===== src/common/uart_pkg.sv =====
// ==========================================================
// shared widths and limits of the UART line format
// imported by the control block, both datapath blocks,
// the top level and the testbench
// ==========================================================

`default_nettype none

package uart_pkg;

    // baud divider width
    // one bit lasts baud_div + 1 clock cycles
    localparam int BAUD_W = 16;

    // widest frame payload, also the stream word width
    localparam int DATA_W = 8;

    // width of the data length setting
    localparam int LEN_W = 4;

    // legal data lengths
    // anything outside is clamped when captured by uart_ctrl
    localparam int LEN_MIN = 5;
    localparam int LEN_MAX = 8;

endpackage

`default_nettype wire


===== src/hw/uart_ctrl.sv =====
// ==========================================================
// pause handshake and line settings for the UART peripheral
// pause_ack is given once both datapath blocks are idle;
// new settings are captured only while paused, so a frame
// never sees its format change
// ==========================================================

`default_nettype none

module uart_ctrl import uart_pkg::*; (
    input  logic              clk,
    input  logic              rst,

    input  logic              pause_req,
    output logic              pause_ack,
    input  logic              rx_busy,
    input  logic              tx_busy,
    output logic              halt,
    output logic              freeze,

    input  logic [LEN_W-1:0]  data_length,
    input  logic              parity_enable,
    input  logic              parity_odd,
    input  logic              two_stop,
    input  logic [BAUD_W-1:0] baud_div,

    output logic [LEN_W-1:0]  act_length,
    output logic              act_parity_en,
    output logic              act_parity_odd,
    output logic              act_two_stop,
    output logic [BAUD_W-1:0] act_baud_div
);

    logic [LEN_W-1:0] len_clamped;

    // no new frames once a pause is requested
    assign halt   = pause_req;
    // datapath holds everything while acknowledged
    assign freeze = pause_ack;

    always_comb begin
        if (data_length < LEN_W'(LEN_MIN)) begin
            len_clamped = LEN_W'(LEN_MIN);
        end else if (data_length > LEN_W'(LEN_MAX)) begin
            len_clamped = LEN_W'(LEN_MAX);
        end else begin
            len_clamped = data_length;
        end
    end

    // ack rises when both sides are idle, falls right after req drops
    always_ff @(posedge clk) begin
        if (rst) begin
            pause_ack <= 1'b0;
        end else begin
            pause_ack <= pause_req && (pause_ack || (!rx_busy && !tx_busy));
        end
    end

    // active configuration, 8N1 with divider 15 after reset
    always_ff @(posedge clk) begin
        if (rst) begin
            act_length     <= LEN_W'(LEN_MAX);
            act_parity_en  <= 1'b0;
            act_parity_odd <= 1'b0;
            act_two_stop   <= 1'b0;
            act_baud_div   <= BAUD_W'(15);
        end else if (pause_req && pause_ack) begin
            act_length     <= len_clamped;
            act_parity_en  <= parity_enable;
            act_parity_odd <= parity_odd;
            act_two_stop   <= two_stop;
            act_baud_div   <= baud_div;
        end
    end

    // a dropped request always takes the ack down on the next cycle
    a_ack_follows_req: assert property (
        @(posedge clk) disable iff (rst)
        !pause_req |=> !pause_ack
    );

endmodule

`default_nettype wire


===== src/uart_rx/uart_rx.sv =====
// ==========================================================
// UART receiver
// synchronizes rx, samples each bit at its middle, checks
// start, parity and stop bits, and offers good words on a
// valid/ready stream; bad frames pulse rx_error
// ==========================================================

`default_nettype none

module uart_rx import uart_pkg::*; (
    input  logic              clk,
    input  logic              rst,

    input  logic              halt,
    input  logic              freeze,
    output logic              rx_busy,

    input  logic              rx,

    input  logic [LEN_W-1:0]  act_length,
    input  logic              act_parity_en,
    input  logic              act_parity_odd,
    input  logic              act_two_stop,
    input  logic [BAUD_W-1:0] act_baud_div,

    output logic [DATA_W-1:0] rx_data,
    output logic              rx_valid,
    input  logic              rx_ready,
    output logic              rx_error
);

    logic              rx_meta;
    logic              rx_sync;
    logic              rx_last;
    logic              start_edge;

    logic              in_frame;
    logic [BAUD_W-1:0] cnt;
    logic [3:0]        bit_cnt;
    logic              parity;

    logic [3:0]        stop_first;
    logic [3:0]        stop_last;

    // frame positions, 0 is the start bit
    assign stop_first = act_length + 4'(act_parity_en) + 4'd1;
    assign stop_last  = stop_first + 4'(act_two_stop);

    assign start_edge = rx_last && !rx_sync;
    assign rx_busy    = in_frame || rx_valid;

    // two flop synchronizer plus edge history, idles high
    always_ff @(posedge clk) begin
        if (rst) begin
            rx_meta <= 1'b1;
            rx_sync <= 1'b1;
            rx_last <= 1'b1;
        end else if (!freeze) begin
            rx_meta <= rx;
            rx_sync <= rx_meta;
            rx_last <= rx_sync;
        end
    end

    // control state
    always_ff @(posedge clk) begin
        if (rst) begin
            in_frame <= 1'b0;
            rx_valid <= 1'b0;
            rx_error <= 1'b0;
            cnt      <= '0;
            bit_cnt  <= '0;
        end else if (!freeze) begin
            rx_error <= 1'b0;
            if (rx_valid) begin
                // word waits here until it is taken
                if (rx_ready) begin
                    rx_valid <= 1'b0;
                end
            end else if (!in_frame) begin
                if (!halt && start_edge) begin
                    in_frame <= 1'b1;
                    cnt      <= act_baud_div >> 1;
                    bit_cnt  <= '0;
                end
            end else if (cnt != '0) begin
                cnt <= cnt - 1'b1;
            end else begin
                // mid-bit sample
                cnt     <= act_baud_div;
                bit_cnt <= bit_cnt + 4'd1;
                if (bit_cnt == 4'd0) begin
                    if (rx_sync) begin
                        in_frame <= 1'b0;
                        rx_error <= 1'b1;
                    end
                end else if (bit_cnt > act_length && bit_cnt < stop_first) begin
                    if (parity ^ rx_sync) begin
                        in_frame <= 1'b0;
                        rx_error <= 1'b1;
                    end
                end else if (bit_cnt >= stop_first) begin
                    if (!rx_sync) begin
                        in_frame <= 1'b0;
                        rx_error <= 1'b1;
                    end else if (bit_cnt == stop_last) begin
                        in_frame <= 1'b0;
                        rx_valid <= 1'b1;
                    end
                end
            end
        end
    end

    // payload, cleared at the start edge so high bits read zero
    always_ff @(posedge clk) begin
        if (!freeze && !rx_valid) begin
            if (!in_frame && !halt && start_edge) begin
                rx_data <= '0;
                parity  <= act_parity_odd;
            end else if (in_frame && cnt == '0 && bit_cnt != 4'd0
                         && bit_cnt <= act_length) begin
                // data bits LSB first
                rx_data[3'(bit_cnt - 4'd1)] <= rx_sync;
                parity                      <= parity ^ rx_sync;
            end
        end
    end

    a_rx_hold: assert property (
        @(posedge clk) disable iff (rst)
        rx_valid && !rx_ready && !freeze |=> rx_valid && $stable(rx_data)
    );

endmodule

`default_nettype wire


===== src/uart_tx/uart_tx.sv =====
// ==========================================================
// UART transmitter
// takes one word from the valid/ready stream when idle and
// sends start bit, data LSB first, optional parity and one
// or two stop bits, each held baud_div + 1 cycles
// ==========================================================

`default_nettype none

module uart_tx import uart_pkg::*; (
    input  logic              clk,
    input  logic              rst,

    input  logic              halt,
    input  logic              freeze,
    output logic              tx_busy,

    input  logic [DATA_W-1:0] tx_data,
    input  logic              tx_valid,
    output logic              tx_ready,

    input  logic [LEN_W-1:0]  act_length,
    input  logic              act_parity_en,
    input  logic              act_parity_odd,
    input  logic              act_two_stop,
    input  logic [BAUD_W-1:0] act_baud_div,

    output logic              tx
);

    logic              sending;
    logic              accept;
    logic [BAUD_W-1:0] cnt;
    logic [3:0]        bit_cnt;
    logic [3:0]        last_pos;
    logic [DATA_W-1:0] len_mask;
    logic [DATA_W-1:0] shreg;
    logic              par_bit;

    always_comb begin
        for (int i = 0; i < DATA_W; i++) begin
            len_mask[i] = (i < int'(act_length));
        end
    end

    // position of the final stop bit, 0 is the start bit
    assign last_pos = act_length + 4'(act_parity_en) + 4'(act_two_stop) + 4'd1;

    assign tx_busy  = sending;
    assign tx_ready = accept && !halt && !freeze;

    always_ff @(posedge clk) begin
        if (rst) begin
            sending <= 1'b0;
            accept  <= 1'b0;
            cnt     <= '0;
            bit_cnt <= '0;
            tx      <= 1'b1;
        end else if (!freeze) begin
            if (!sending) begin
                // ready from the cycle after reset
                accept <= 1'b1;
                if (tx_valid && tx_ready) begin
                    sending <= 1'b1;
                    accept  <= 1'b0;
                    cnt     <= act_baud_div;
                    bit_cnt <= '0;
                    tx      <= 1'b0;
                end
            end else if (cnt != '0) begin
                cnt <= cnt - 1'b1;
            end else if (bit_cnt == last_pos) begin
                // last stop bit done
                sending <= 1'b0;
                accept  <= 1'b1;
            end else begin
                cnt     <= act_baud_div;
                bit_cnt <= bit_cnt + 4'd1;
                if (bit_cnt < act_length) begin
                    tx <= shreg[0];
                end else if (bit_cnt == act_length && act_parity_en) begin
                    tx <= par_bit;
                end else begin
                    tx <= 1'b1;
                end
            end
        end
    end

    // payload, bits above act_length masked off at load
    always_ff @(posedge clk) begin
        if (!freeze) begin
            if (!sending && tx_valid && tx_ready) begin
                shreg   <= tx_data & len_mask;
                par_bit <= act_parity_odd ^ (^(tx_data & len_mask));
            end else if (sending && cnt == '0 && bit_cnt < act_length) begin
                shreg <= shreg >> 1;
            end
        end
    end

    // line idles high between frames
    a_tx_idle_high: assert property (
        @(posedge clk) disable iff (rst)
        !tx_busy |-> tx
    );

endmodule

`default_nettype wire


===== src/hw/uart_periph.sv =====
// ==========================================================
// UART peripheral top level
// control block feeds the active line settings and the
// pause signals to the receiver and the transmitter
// ==========================================================

`default_nettype none

module uart_periph import uart_pkg::*; (
    input  logic              clk,
    input  logic              rst,

    input  logic              pause_req,
    output logic              pause_ack,

    input  logic [LEN_W-1:0]  data_length,
    input  logic              parity_enable,
    input  logic              parity_odd,
    input  logic              two_stop,
    input  logic [BAUD_W-1:0] baud_div,

    input  logic              rx,
    output logic [DATA_W-1:0] rx_data,
    output logic              rx_valid,
    input  logic              rx_ready,
    output logic              rx_error,

    input  logic [DATA_W-1:0] tx_data,
    input  logic              tx_valid,
    output logic              tx_ready,
    output logic              tx
);

    logic              halt;
    logic              freeze;
    logic              rx_busy;
    logic              tx_busy;

    // settings in force for both directions
    logic [LEN_W-1:0]  act_length;
    logic              act_parity_en;
    logic              act_parity_odd;
    logic              act_two_stop;
    logic [BAUD_W-1:0] act_baud_div;

    uart_ctrl u_ctrl (
        .clk            (clk),
        .rst            (rst),
        .pause_req      (pause_req),
        .pause_ack      (pause_ack),
        .rx_busy        (rx_busy),
        .tx_busy        (tx_busy),
        .halt           (halt),
        .freeze         (freeze),
        .data_length    (data_length),
        .parity_enable  (parity_enable),
        .parity_odd     (parity_odd),
        .two_stop       (two_stop),
        .baud_div       (baud_div),
        .act_length     (act_length),
        .act_parity_en  (act_parity_en),
        .act_parity_odd (act_parity_odd),
        .act_two_stop   (act_two_stop),
        .act_baud_div   (act_baud_div)
    );

    uart_rx u_rx (
        .clk            (clk),
        .rst            (rst),
        .halt           (halt),
        .freeze         (freeze),
        .rx_busy        (rx_busy),
        .rx             (rx),
        .act_length     (act_length),
        .act_parity_en  (act_parity_en),
        .act_parity_odd (act_parity_odd),
        .act_two_stop   (act_two_stop),
        .act_baud_div   (act_baud_div),
        .rx_data        (rx_data),
        .rx_valid       (rx_valid),
        .rx_ready       (rx_ready),
        .rx_error       (rx_error)
    );

    uart_tx u_tx (
        .clk            (clk),
        .rst            (rst),
        .halt           (halt),
        .freeze         (freeze),
        .tx_busy        (tx_busy),
        .tx_data        (tx_data),
        .tx_valid       (tx_valid),
        .tx_ready       (tx_ready),
        .act_length     (act_length),
        .act_parity_en  (act_parity_en),
        .act_parity_odd (act_parity_odd),
        .act_two_stop   (act_two_stop),
        .act_baud_div   (act_baud_div),
        .tx             (tx)
    );

endmodule

`default_nettype wire


===== config.mk =====
export PLATFORM = sky130hd
export DESIGN_NAME = uart_periph
export DESIGN_NICKNAME = d
export VERILOG_FILES = /design/src/common/uart_pkg.sv /design/src/hw/uart_ctrl.sv /design/src/uart_rx/uart_rx.sv /design/src/uart_tx/uart_tx.sv /design/src/hw/uart_periph.sv
export SDC_FILE = /design/constraint.sdc
export NUM_CORES = 1
export LEC_CHECK = 0
export ABC_CLOCK_PERIOD_IN_PS = 6400
export BUFFER_PORTS_ARGS = -buffer_cell sky130_fd_sc_hd__buf_4
export CORE_ASPECT_RATIO = 1.2
export CORE_UTILIZATION = 40
export CTS_BUF_LIST = sky130_fd_sc_hd__clkbuf_4 sky130_fd_sc_hd__clkbuf_8 sky130_fd_sc_hd__clkbuf_16
export CTS_CLUSTER_SIZE = 10
export DETAILED_ROUTE_END_ITERATION = 16
export PLACE_DENSITY = 0.55
export SLEW_MARGIN = 20
export SYNTH_ARGS = -nofsm -noshare
export SYNTH_HDL_FRONTEND = slang
export SYNTH_SLANG_ARGS = --single-unit

===== constraint.sdc =====
create_clock -name clk -period 6.4 [get_ports clk]
set_input_delay 0.32 -clock clk [delete_from_list [all_inputs] [get_ports clk]]
set_output_delay 0.32 -clock clk [all_outputs]
set_load 0.01 [all_outputs]

# Word level (Yosys, flattened, before mapping)
# Index checks and enable logic that the tools add are counted.
classes:
  n_addsub: 10
  n_lt_le_gt_ge: 17
  eq_ne: 8
  muxes: 65
  n_bitwise: 5
  reduce_logical: 50
op_table:
  columns: ["op", "n"]
  rows:
  - ["$mux 16", 7]
  - ["$mux 1", 44]
  - ["$mux 4", 9]
  - ["$logic_not 16->1", 2]
  - ["$reduce_bool 16->1", 2]
  - ["$sub 16x1->16 const B", 2]
  - ["$mux 8", 3]
  - ["$logic_and 1x1->1", 21]
  - ["$add 4x1->4 const B", 4]
  - ["$lt 3x4->1 const A", 4]
  - ["$add 4x1->4", 3]
  - ["$eq 4x4->1", 3]
  - ["$reduce_and 3->1", 3]
  - ["$and 8x8->8", 1]
  - ["$bwmux 8", 1]
  - ["$lt 1x4->1 const A", 2]
  - ["$lt 2x4->1 const A", 2]
  - ["$lt 4x4->1", 2]
  - ["$ne 2x2->1 const B", 4]
  - ["$reduce_and 2->1", 4]
  - ["$reduce_and 4->1", 2]
  - ["$reduce_bool 2->1", 4]
  - ["$reduce_xor 8->1", 1]
  - ["$logic_not 1->1", 7]
  - ["other kinds (15)", 18]
totals:
  regBits: 91
  in_bits: 37
  output_inout_bits: 13
  wordCells: 178

# Logic depth before layout (Yosys ltp)
# Gate-level depths: netlist of the first run.
logic_depth:
  depth_word: 12
  depth_mapped: 13
  mapped_depth_nobuf: 12

# By module
# A second synthesis of the first run with hierarchy kept.
hier_totals:
  cells_unflattened: 721
  hier_area_um2: 6097.1
by_module_without_submodules:
  columns: ["mod", "instances", "cells_per_inst", "area_per_inst_um2", "seq_area_each_um2"]
  rows:
  - ["uart_rx", 1, 325, 2532.4, 790.8]
  - ["uart_tx", 1, 292, 2502.4, 730.7]
  - ["uart_ctrl", 1, 104, 1062.3, 480.5]

# Worst setup path after synthesis of the first run
# OpenSTA, ideal clock, no wires.
synth_timing:
  path_kind: "reg2reg"
  from: "register u_ctrl.act_length[1]"
  to: "register u_rx.parity (enable)"
  setup_ps: 387
  arrival_ps: 2453
  t_required_ps: 6013
  slack_ps: 3561
  stages_incl_launch_ff: 10
  path_buffers: 1
  period_less_slack_ps: 2839
  cell_sequence: "dfxtp_1 > buf_2 > inv_1 > ha_1 > nor2b_1 > o21a_1 > o21a_1 > o21ai_0 > a41oi_1 > nor3_1"
synth_via:
  elab_chain_cells: 4
synth_lines:
  columns: ["item", "line", "text"]
  rows:
  - ["from (decl)", "uart_ctrl.sv:27", "output logic [LEN_W-1:0] act_length,"]
  - ["from (signal assigned)", "uart_ctrl.sv:63", "act_length <= LEN_W'(LEN_MAX);"]
  - ["from (signal assigned)", "uart_ctrl.sv:69", "act_length <= len_clamped;"]
  - ["$le 4x4->1", "uart_rx.sv:122", "&& bit_cnt <= act_length) begin"]
  - ["$logic_and 1x1->1", "uart_rx.sv:122", null]
  - ["$reduce_bool 2->1 (no line)", null, null]
  - ["$reduce_and 2->1 (no line)", null, null]
  - ["to (signal assigned)", "uart_rx.sv:120", "parity <= act_parity_odd;"]
  - ["to (signal assigned)", "uart_rx.sv:125", "parity <= parity ^ rx_sync;"]
  - ["to (decl)", "uart_rx.sv:40", "logic parity;"]
# Every way passes these cells.
# A chain may end at the register's enable or synchronous reset.

# Final worst setup path of the first run
layout_timing:
  from: "register u_ctrl.pause_ack, in the netlist u_ctrl.freeze"
  to: "register u_tx.cnt[15]"
layout_via:
  elab_chain_cells: 5
  elab_cells_between_ends: 6
  cone_classes: "bitwise: 1; reduce/logical: 5"
layout_lines:
  columns: ["item", "line", "text"]
  rows:
  - ["from (decl)", "uart_ctrl.sv:15", "output logic pause_ack,"]
  - ["from (signal assigned)", "uart_ctrl.sv:56", "pause_ack <= pause_req && (pause_ack || (!rx_busy && !tx_busy));"]
  - ["$logic_not 1->1", "uart_tx.sv:50", "assign tx_ready = accept && !halt && !freeze;"]
  - ["$logic_and 1x1->1", "uart_tx.sv:50", null]
  - ["$logic_and 1x1->1", "uart_tx.sv:63", "if (tx_valid && tx_ready) begin"]
  - ["$reduce_bool 2->1 (no line)", null, null]
  - ["$reduce_and 3->1 (no line) *", null, null]
  - ["to (signal assigned)", "uart_tx.sv:66", "cnt <= act_baud_div;"]
  - ["to (signal assigned)", "uart_tx.sv:71", "cnt <= cnt - 1'b1;"]
  - ["to (signal assigned)", "uart_tx.sv:77", "cnt <= act_baud_div;"]
  - ["to (decl)", "uart_tx.sv:33", "logic [BAUD_W-1:0] cnt;"]
# Mark *: on every way between the ends. The rest lies on a longest branch, timed or not.

==> flow_summary.toml, run 1 <==
[setup_path]
worstPathRequired_ps = 6610
start_kind = "flop"
path_max_fanout = 24
path_class = "flop to flop"
end_kind = "flop"
cp.arrival_ps = 3210

[yosys]
synthesis.nets = 756
synth-seq-area-share_pct = 35.92
yosys-top-cells-area = "dfxtp_1 26%, edfxtp_1 9.7%, nand2_1 7.2%"
synth_edf_count = 18
synth_cell_types = 76
async_flop_share_pct = 0
ys_ff_latch = 91
synthFlopType = "dfxtp_1"
synth_common_cells = "107 x nand2_1, 73 x dfxtp_1, 68 x a21oi_1"
synth_area_sq_mm = 0.005573
post-synth-top-count-cell = "nand2_1"
avgSynthCellArea_sq_um = 8.042
synth_top_area_share_pct = 26.22
yosys_warnings = 0
synth_top_area_cell = "dfxtp_1"
synthCells = 693

[finish]
fill_cells = 1356
nNetsFinal = 781
stdcell_count = 891
antennaDiodeCount = 0
drive_gt1_share_pct = 12.72
area_growth_pct = 12.84

[global_routing]
grt_pass1_vias = 4831
grtUsageTotal_pct = 21.81
antenna_found_initial = 0
grt_max_degree = 65
grt_pass1_wl_mm = 24.52
grt-ovfl-total = 0

[power_and_ir_drop]
p_comb_share_pct = 19.4
power.density_mw_per_mm2 = 223.7
peakVddDrop_mv = 0.09249
switching_share_pct = 30.57
clkPwrFrac_pct = 35.5
seqPwrFrac_pct = 45.1
p_leak_nw = 2.398
p_sw_uw = 430.1
p_int_uw = 976.7

[cts]
cts-root-buf = "clkbuf_16"
ctsHoldBuffers = 0
h-tree-depth = 3
cts.repair.resized = 0
clkTransAtPathRegs_ps = 70
cts_setup_buffers = 0
insertion_delay_ps = 360
clockBufferDepth = 2
cts_buffers = 9
clock-sinks = 91
cts_tree = "built"

[routing]
drc = 0
vias = 5161
wl_met2_mm = 7.041
first_pass_iters = 4
ant_nets = 0
drtIter0Drc = 338
via_per_inst = 5.792
wl_per_cell_microns = 16.98
met3_length_microns = 750
topRoutingLayerUsed = "met4"
totalWireLength_mm = 15.13
met1_length_mm = 7.106

[timing]
slew_viol_final = 0
skew_ps = 9.681
setup_tns_ps = 0
max_freq_ghz = 0.3324
whs_ps = 164.7
period_share_pct = 47.01
hold_viol_final = 0
relSlewSlack_pct = 32.87
rsz0062_at_grt = "no"
worst_pin_slew_ps = 1005
layout_min_cycle_time_ps = 3008
setup_viol = 0

[floorplan]
boundaryPins = 50
die-area_sq_mm = 0.01441
die_w_microns = 109.8
rows = 46
start_util_pct = 41.56
core_area_sq_mm = 0.01341
die_h_microns = 131.3

[outcome]
outcome = "completed"

[run]
maxCapViolCount = 0

[min_path]
hold_class = "input pin to flop"

[placement]
placed_cells = 875
hpwl_mm = 10.77
globalplace.congestion = 0.8051
portBuffers = 49
==> flip-flops by register name, summed over array words and instances (netlist names), 4 cells and up <==
name and flops:
u_tx.shreg 8, u_tx.bit_cnt 4, u_ctrl.act_baud_div 16, u_tx.cnt 16
u_ctrl.act_length 4, u_rx.rx_data 8, u_rx.cnt 16, u_rx.bit_cnt 4
==> logic make-up (layout without fill, tap and decap cells) <==
kind of cell,count (synthesis),in the layout,share of synthesized area [%]
AO/OA/AOI/OAI,190,190,22.16
XOR/XNOR,27,27,4.760
adder cells (fa/ha/maj),26,26,5.837
buffers and inverters,67,97,4.917
flip-flops,91,91,35.92
multiplexers,14,14,2.582
AND/OR/NAND/NOR,278,278,23.82
==> per-stage QoR <==
| stage | power (mW) | setup WS [ps] | util, % | cell area, sq um |
|---|---|---|---|---|
| floorplan | 0.8401 | 3561 | - | 5573 |
| global placement | 0.9155 | 3427 | 44.89 | 6020 |
| detailed placement | 0.9179 | 3441 | 44.92 | 6025 |
| CTS | 1.417 | 3411 | 46.89 | 6289 |
| global route | 1.476 | 3119 | 46.89 | 6289 |
| finish | 1.407 | 3392 | 46.89 | 6289 |
==> critical path, stage by stage (launching register included) <==
cell and delay, ps:
dfxtp_1 950, nor3b_1 190, nand3_2 340, clkinv_1 350, o41ai_4 400, buf_4 300
nor2_1 80, a31oi_1 150, a21oi_1 80
==> worst paths after layout <==
check        slack [ps]                     end  depth (start not counted)          start
min reg2reg         470            u_rx.cnt[14]                          2   u_rx.cnt[14]
max                3390            u_tx.cnt[15]                          8  u_ctrl.freeze
max reg2reg        3390            u_tx.cnt[15]                          8  u_ctrl.freeze
min                 160  u_ctrl.act_baud_div[2]                          3    baud_div[2]
==> power by group through the flow <==
stage	sequential (mW)	combinational, mW	clock, mW
2_1_floorplan	0.634	0.206	0
3_3_place_gp	0.647	0.269	0
3_5_place_dp	0.647	0.271	0
4_1_cts	0.635	0.272	0.511
5_1_grt	0.639	0.304	0.533
6_report	0.635	0.272	0.499
==> layout make-up <==
cell class / count / area (sq um) / share of cell area (%)
clock buffer: 10 / 232.7 / 3.701
clock inverter: 6 / 31.28 / 0.4974
inverter: 26 / 97.59 / 1.552
multi-input combinational: 535 / 3302 / 52.51
sequential: 91 / 2002 / 31.83
tap: 168 / 210.2 / 3.343
timing repair buffer: 55 / 412.9 / 6.566
==> per-layer routing <==
metal	vias up	global-route usage, %
met5	-	0
met4	0	6.741
met3	17	3.373
met2	132	34.66
met1	2449	30.04
li1	2563	-
==> cell usage in the layout, fill, tap and decap left out, types with 6 or more instances in the layout <==
cell,count
a21oi_1,68
a22oi_1,7
a31oi_1,7
buf_4,55
clkbuf_16,9
dfxtp_1,73
edfxtp_1,18
ha_1,26
inv_1,24
mux2i_1,11
nand2_1,107
nand3_1,30
nand4_1,10
nor2_1,53
nor2b_1,8
nor3_1,26
nor3b_1,6
o211ai_1,15
o21ai_0,34
o311ai_0,6
or3_1,7
xnor2_1,13
xor2_1,11
(Power assumes the default switching activity.)
==> run 2: changes to the inputs <==
--- a/config.mk
+++ b/config.mk
@@ -5,7 +5,7 @@
 export SDC_FILE = /design/constraint.sdc
 export NUM_CORES = 1
 export LEC_CHECK = 0
-export ABC_CLOCK_PERIOD_IN_PS = 6400
+export ABC_CLOCK_PERIOD_IN_PS = 3000
 export BUFFER_PORTS_ARGS = -buffer_cell sky130_fd_sc_hd__buf_4
 export CORE_ASPECT_RATIO = 1.2
 export CORE_UTILIZATION = 40
==> constraint.sdc (replaced) <==
create_clock -name clk -period 3 [get_ports clk]
set_input_delay 0.15 -clock clk [delete_from_list [all_inputs] [get_ports clk]]
set_output_delay 0.15 -clock clk [all_outputs]
set_load 0.01 [all_outputs]
==> run 2 against run 1 <==
  * Critical path depth rose by 4
  * Sequential power rose by 110%
  * First-iteration DRC count rose by 10%
  * Via count rose by 1.3%
  * Combinational power rose by 130%
  * Clock skew fell by 2.8 ps
  * Global-route usage rose by 0.36 points
  * Critical endpoint is now u_rx.rx_valid
==> flow_summary.toml, run 2 (synthesis results as in run 1) <==
[global_routing]
grt-ovfl-total = 0
antenna_found_initial = 0
grtUsageTotal_pct = 22.17
grt_max_degree = 40
grt_pass1_wl_mm = 24.91
grt_pass1_vias = 4952

[finish]
drive_gt1_share_pct = 14.82
area_growth_pct = 16.43
nNetsFinal = 801
stdcell_count = 910
final_area_sq_mm = 0.006489
largestRegisters = "u_ctrl.act_baud_div x16, u_rx.cnt x16, u_tx.cnt x16"
multiInputGateArea_sq_mm = 0.003309
post-route-util_pct = 48.39
layout_commonest_cell = "nand2_1"
seq_area_sq_mm = 0.002002
antennaDiodeCount = 0
layout_common_cells = "107 x nand2_1, 73 x dfxtp_1, 72 x buf_4"
fill_cells = 1325

[setup_path]
max_stage_delay_ps = 330
end_kind = "flop"
cpMaxStageDelayCell = "dfxtp_1"
r2r_cells = 12
start_kind = "flop"
worstPathRequired_ps = 3240
path_cells = "ha_1, ha_1, ha_1, inv_1, ha_1, nor2b_1, o21a_1, o21ai_0, nand2b_1, a21oi_1, nor3_1, a41o_1"
path_class = "flop to flop"
crit_path_frequent_cell = "ha_1"
path_max_fanout = 4
cp.arrival_ps = 3020

[timing]
setup_viol = 0
skew_ps = 6.881
max_freq_ghz = 0.3606
setup_tns_ps = 0
rsz0062_at_grt = "no"
layout_min_cycle_time_ps = 2773
slew_viol_final = 0
setup_slack_ps = 227.1
hold_viol_final = 0
period_share_pct = 92.43
relSlewSlack_pct = 37.81
worst_pin_slew_ps = 932.9

[routing]
wl_per_cell_microns = 16.71
totalWireLength_mm = 15.21
drtIter0Drc = 373
ant_nets = 0
first_pass_iters = 5
drc = 0
vias = 5226
via_per_inst = 5.743

[floorplan]
die-area_sq_mm = 0.01441
boundaryPins = 50
die_h_microns = 131.3
rows = 46
start_util_pct = 41.56
die_w_microns = 109.8
core_area_sq_mm = 0.01341

[min_path]
hold_class = "input pin to flop"
hold-path-cell-count = 3

[power_and_ir_drop]
switching_share_pct = 29.37
power.density_mw_per_mm2 = 477.6
peakVddDrop_mv = 0.2791
p_leak_nw = 2.507
clkPwrFrac_pct = 36.6
seqPwrFrac_pct = 43.3
p_int_mw = 2.189
p_comb_share_pct = 20.2
p_sw_uw = 910.0

[cts]
cts_buffers = 9
insertion_delay_ps = 350
h-tree-depth = 3
clockBufferDepth = 2
clock-sinks = 91
clkTransAtPathRegs_ps = 60
cts_tree = "built"
cts-root-buf = "clkbuf_16"

[placement]
placed_cells = 893
pre_cts_ws_ps = 240.8
hpwl_mm = 10.95
place_area_sq_mm = 0.006167
portBuffers = 49
globalplace.congestion = 0.8265

[run]
maxCapViolCount = 0

[outcome]
outcome = "completed"
## run 2: cell count changes in the layout (fill, tap and decap cells not counted), sizes merged
| cell | previous run | this run |
|---|---|---|
| dlygate4sd3 | 0 | 2 |
| inv | 26 | 25 |
| clkinv | 6 | 3 |
| clkbuf | 10 | 13 |
| buf | 55 | 73 |
## run 2: area by class of cell
class	instances	area share (%)
flip-flops and latches	91	30.85
repair buffers	75	8.947
clock inverters	2	0.1543
well taps	168	3.239
clock buffers	13	4.300
inverters	26	1.504
multi-input cells	535	51.00
## run 2: stage by stage
| step | hold WS (ps) | power [mW] |
|---|---|---|
| floorplan | 274.2 | 1.792 |
| global placement | 363.3 | 1.978 |
| detailed placement | 365.4 | 1.984 |
| CTS | 1.676 | 3.124 |
| global route | 38.02 | 3.251 |
| finish | 7.456 | 3.099 |
## run 2: final timing paths
check	from	to	slack (ps)
setup / recovery	u_ctrl.act_parity_en	u_rx.rx_valid	230
hold / removal	baud_div[2]	u_ctrl.act_baud_div[2]	7
setup reg to reg	u_ctrl.act_parity_en	u_rx.rx_valid	230
hold reg to reg	u_rx.rx_last	u_rx.rx_last	460
## run 2: layer usage
metal / vias to the layer above / part of all wire, % / track usage (%)
met5: - / 0 / 0
met4: 0 / 1.9 / 8.519
met3: 18 / 4.8 / 2.629
met2: 149 / 46 / 34.38
met1: 2456 / 47 / 31.09
li1: 2603 / - / -
## run 2: worst max-delay path: cells and delay by family, from the launching register on
family	cells	cell delay (ps)
adders and majority gates	4	1150
DFF	1	330
and+or+nand+nor	3	380
buffers and inverters	1	50
AOI/OAI and AO/OA	4	760
## run 2: repair_timing
item	CTS	global route
resized for setup	0	2
endpoints found under the setup margin	0	1
setup buffers	0	0
hold buffers	2	0
hold endpoints to repair	2	0
## run 2: power by group through the flow
stage | Sequential [mW] | Clock, mW | Combinational (mW)
finish | 1.34 | 1.13 | 0.625
global route | 1.35 | 1.21 | 0.698
CTS | 1.34 | 1.16 | 0.623
detailed placement | 1.37 | 0 | 0.616
global placement | 1.37 | 0 | 0.613
floorplan | 1.35 | 0 | 0.440
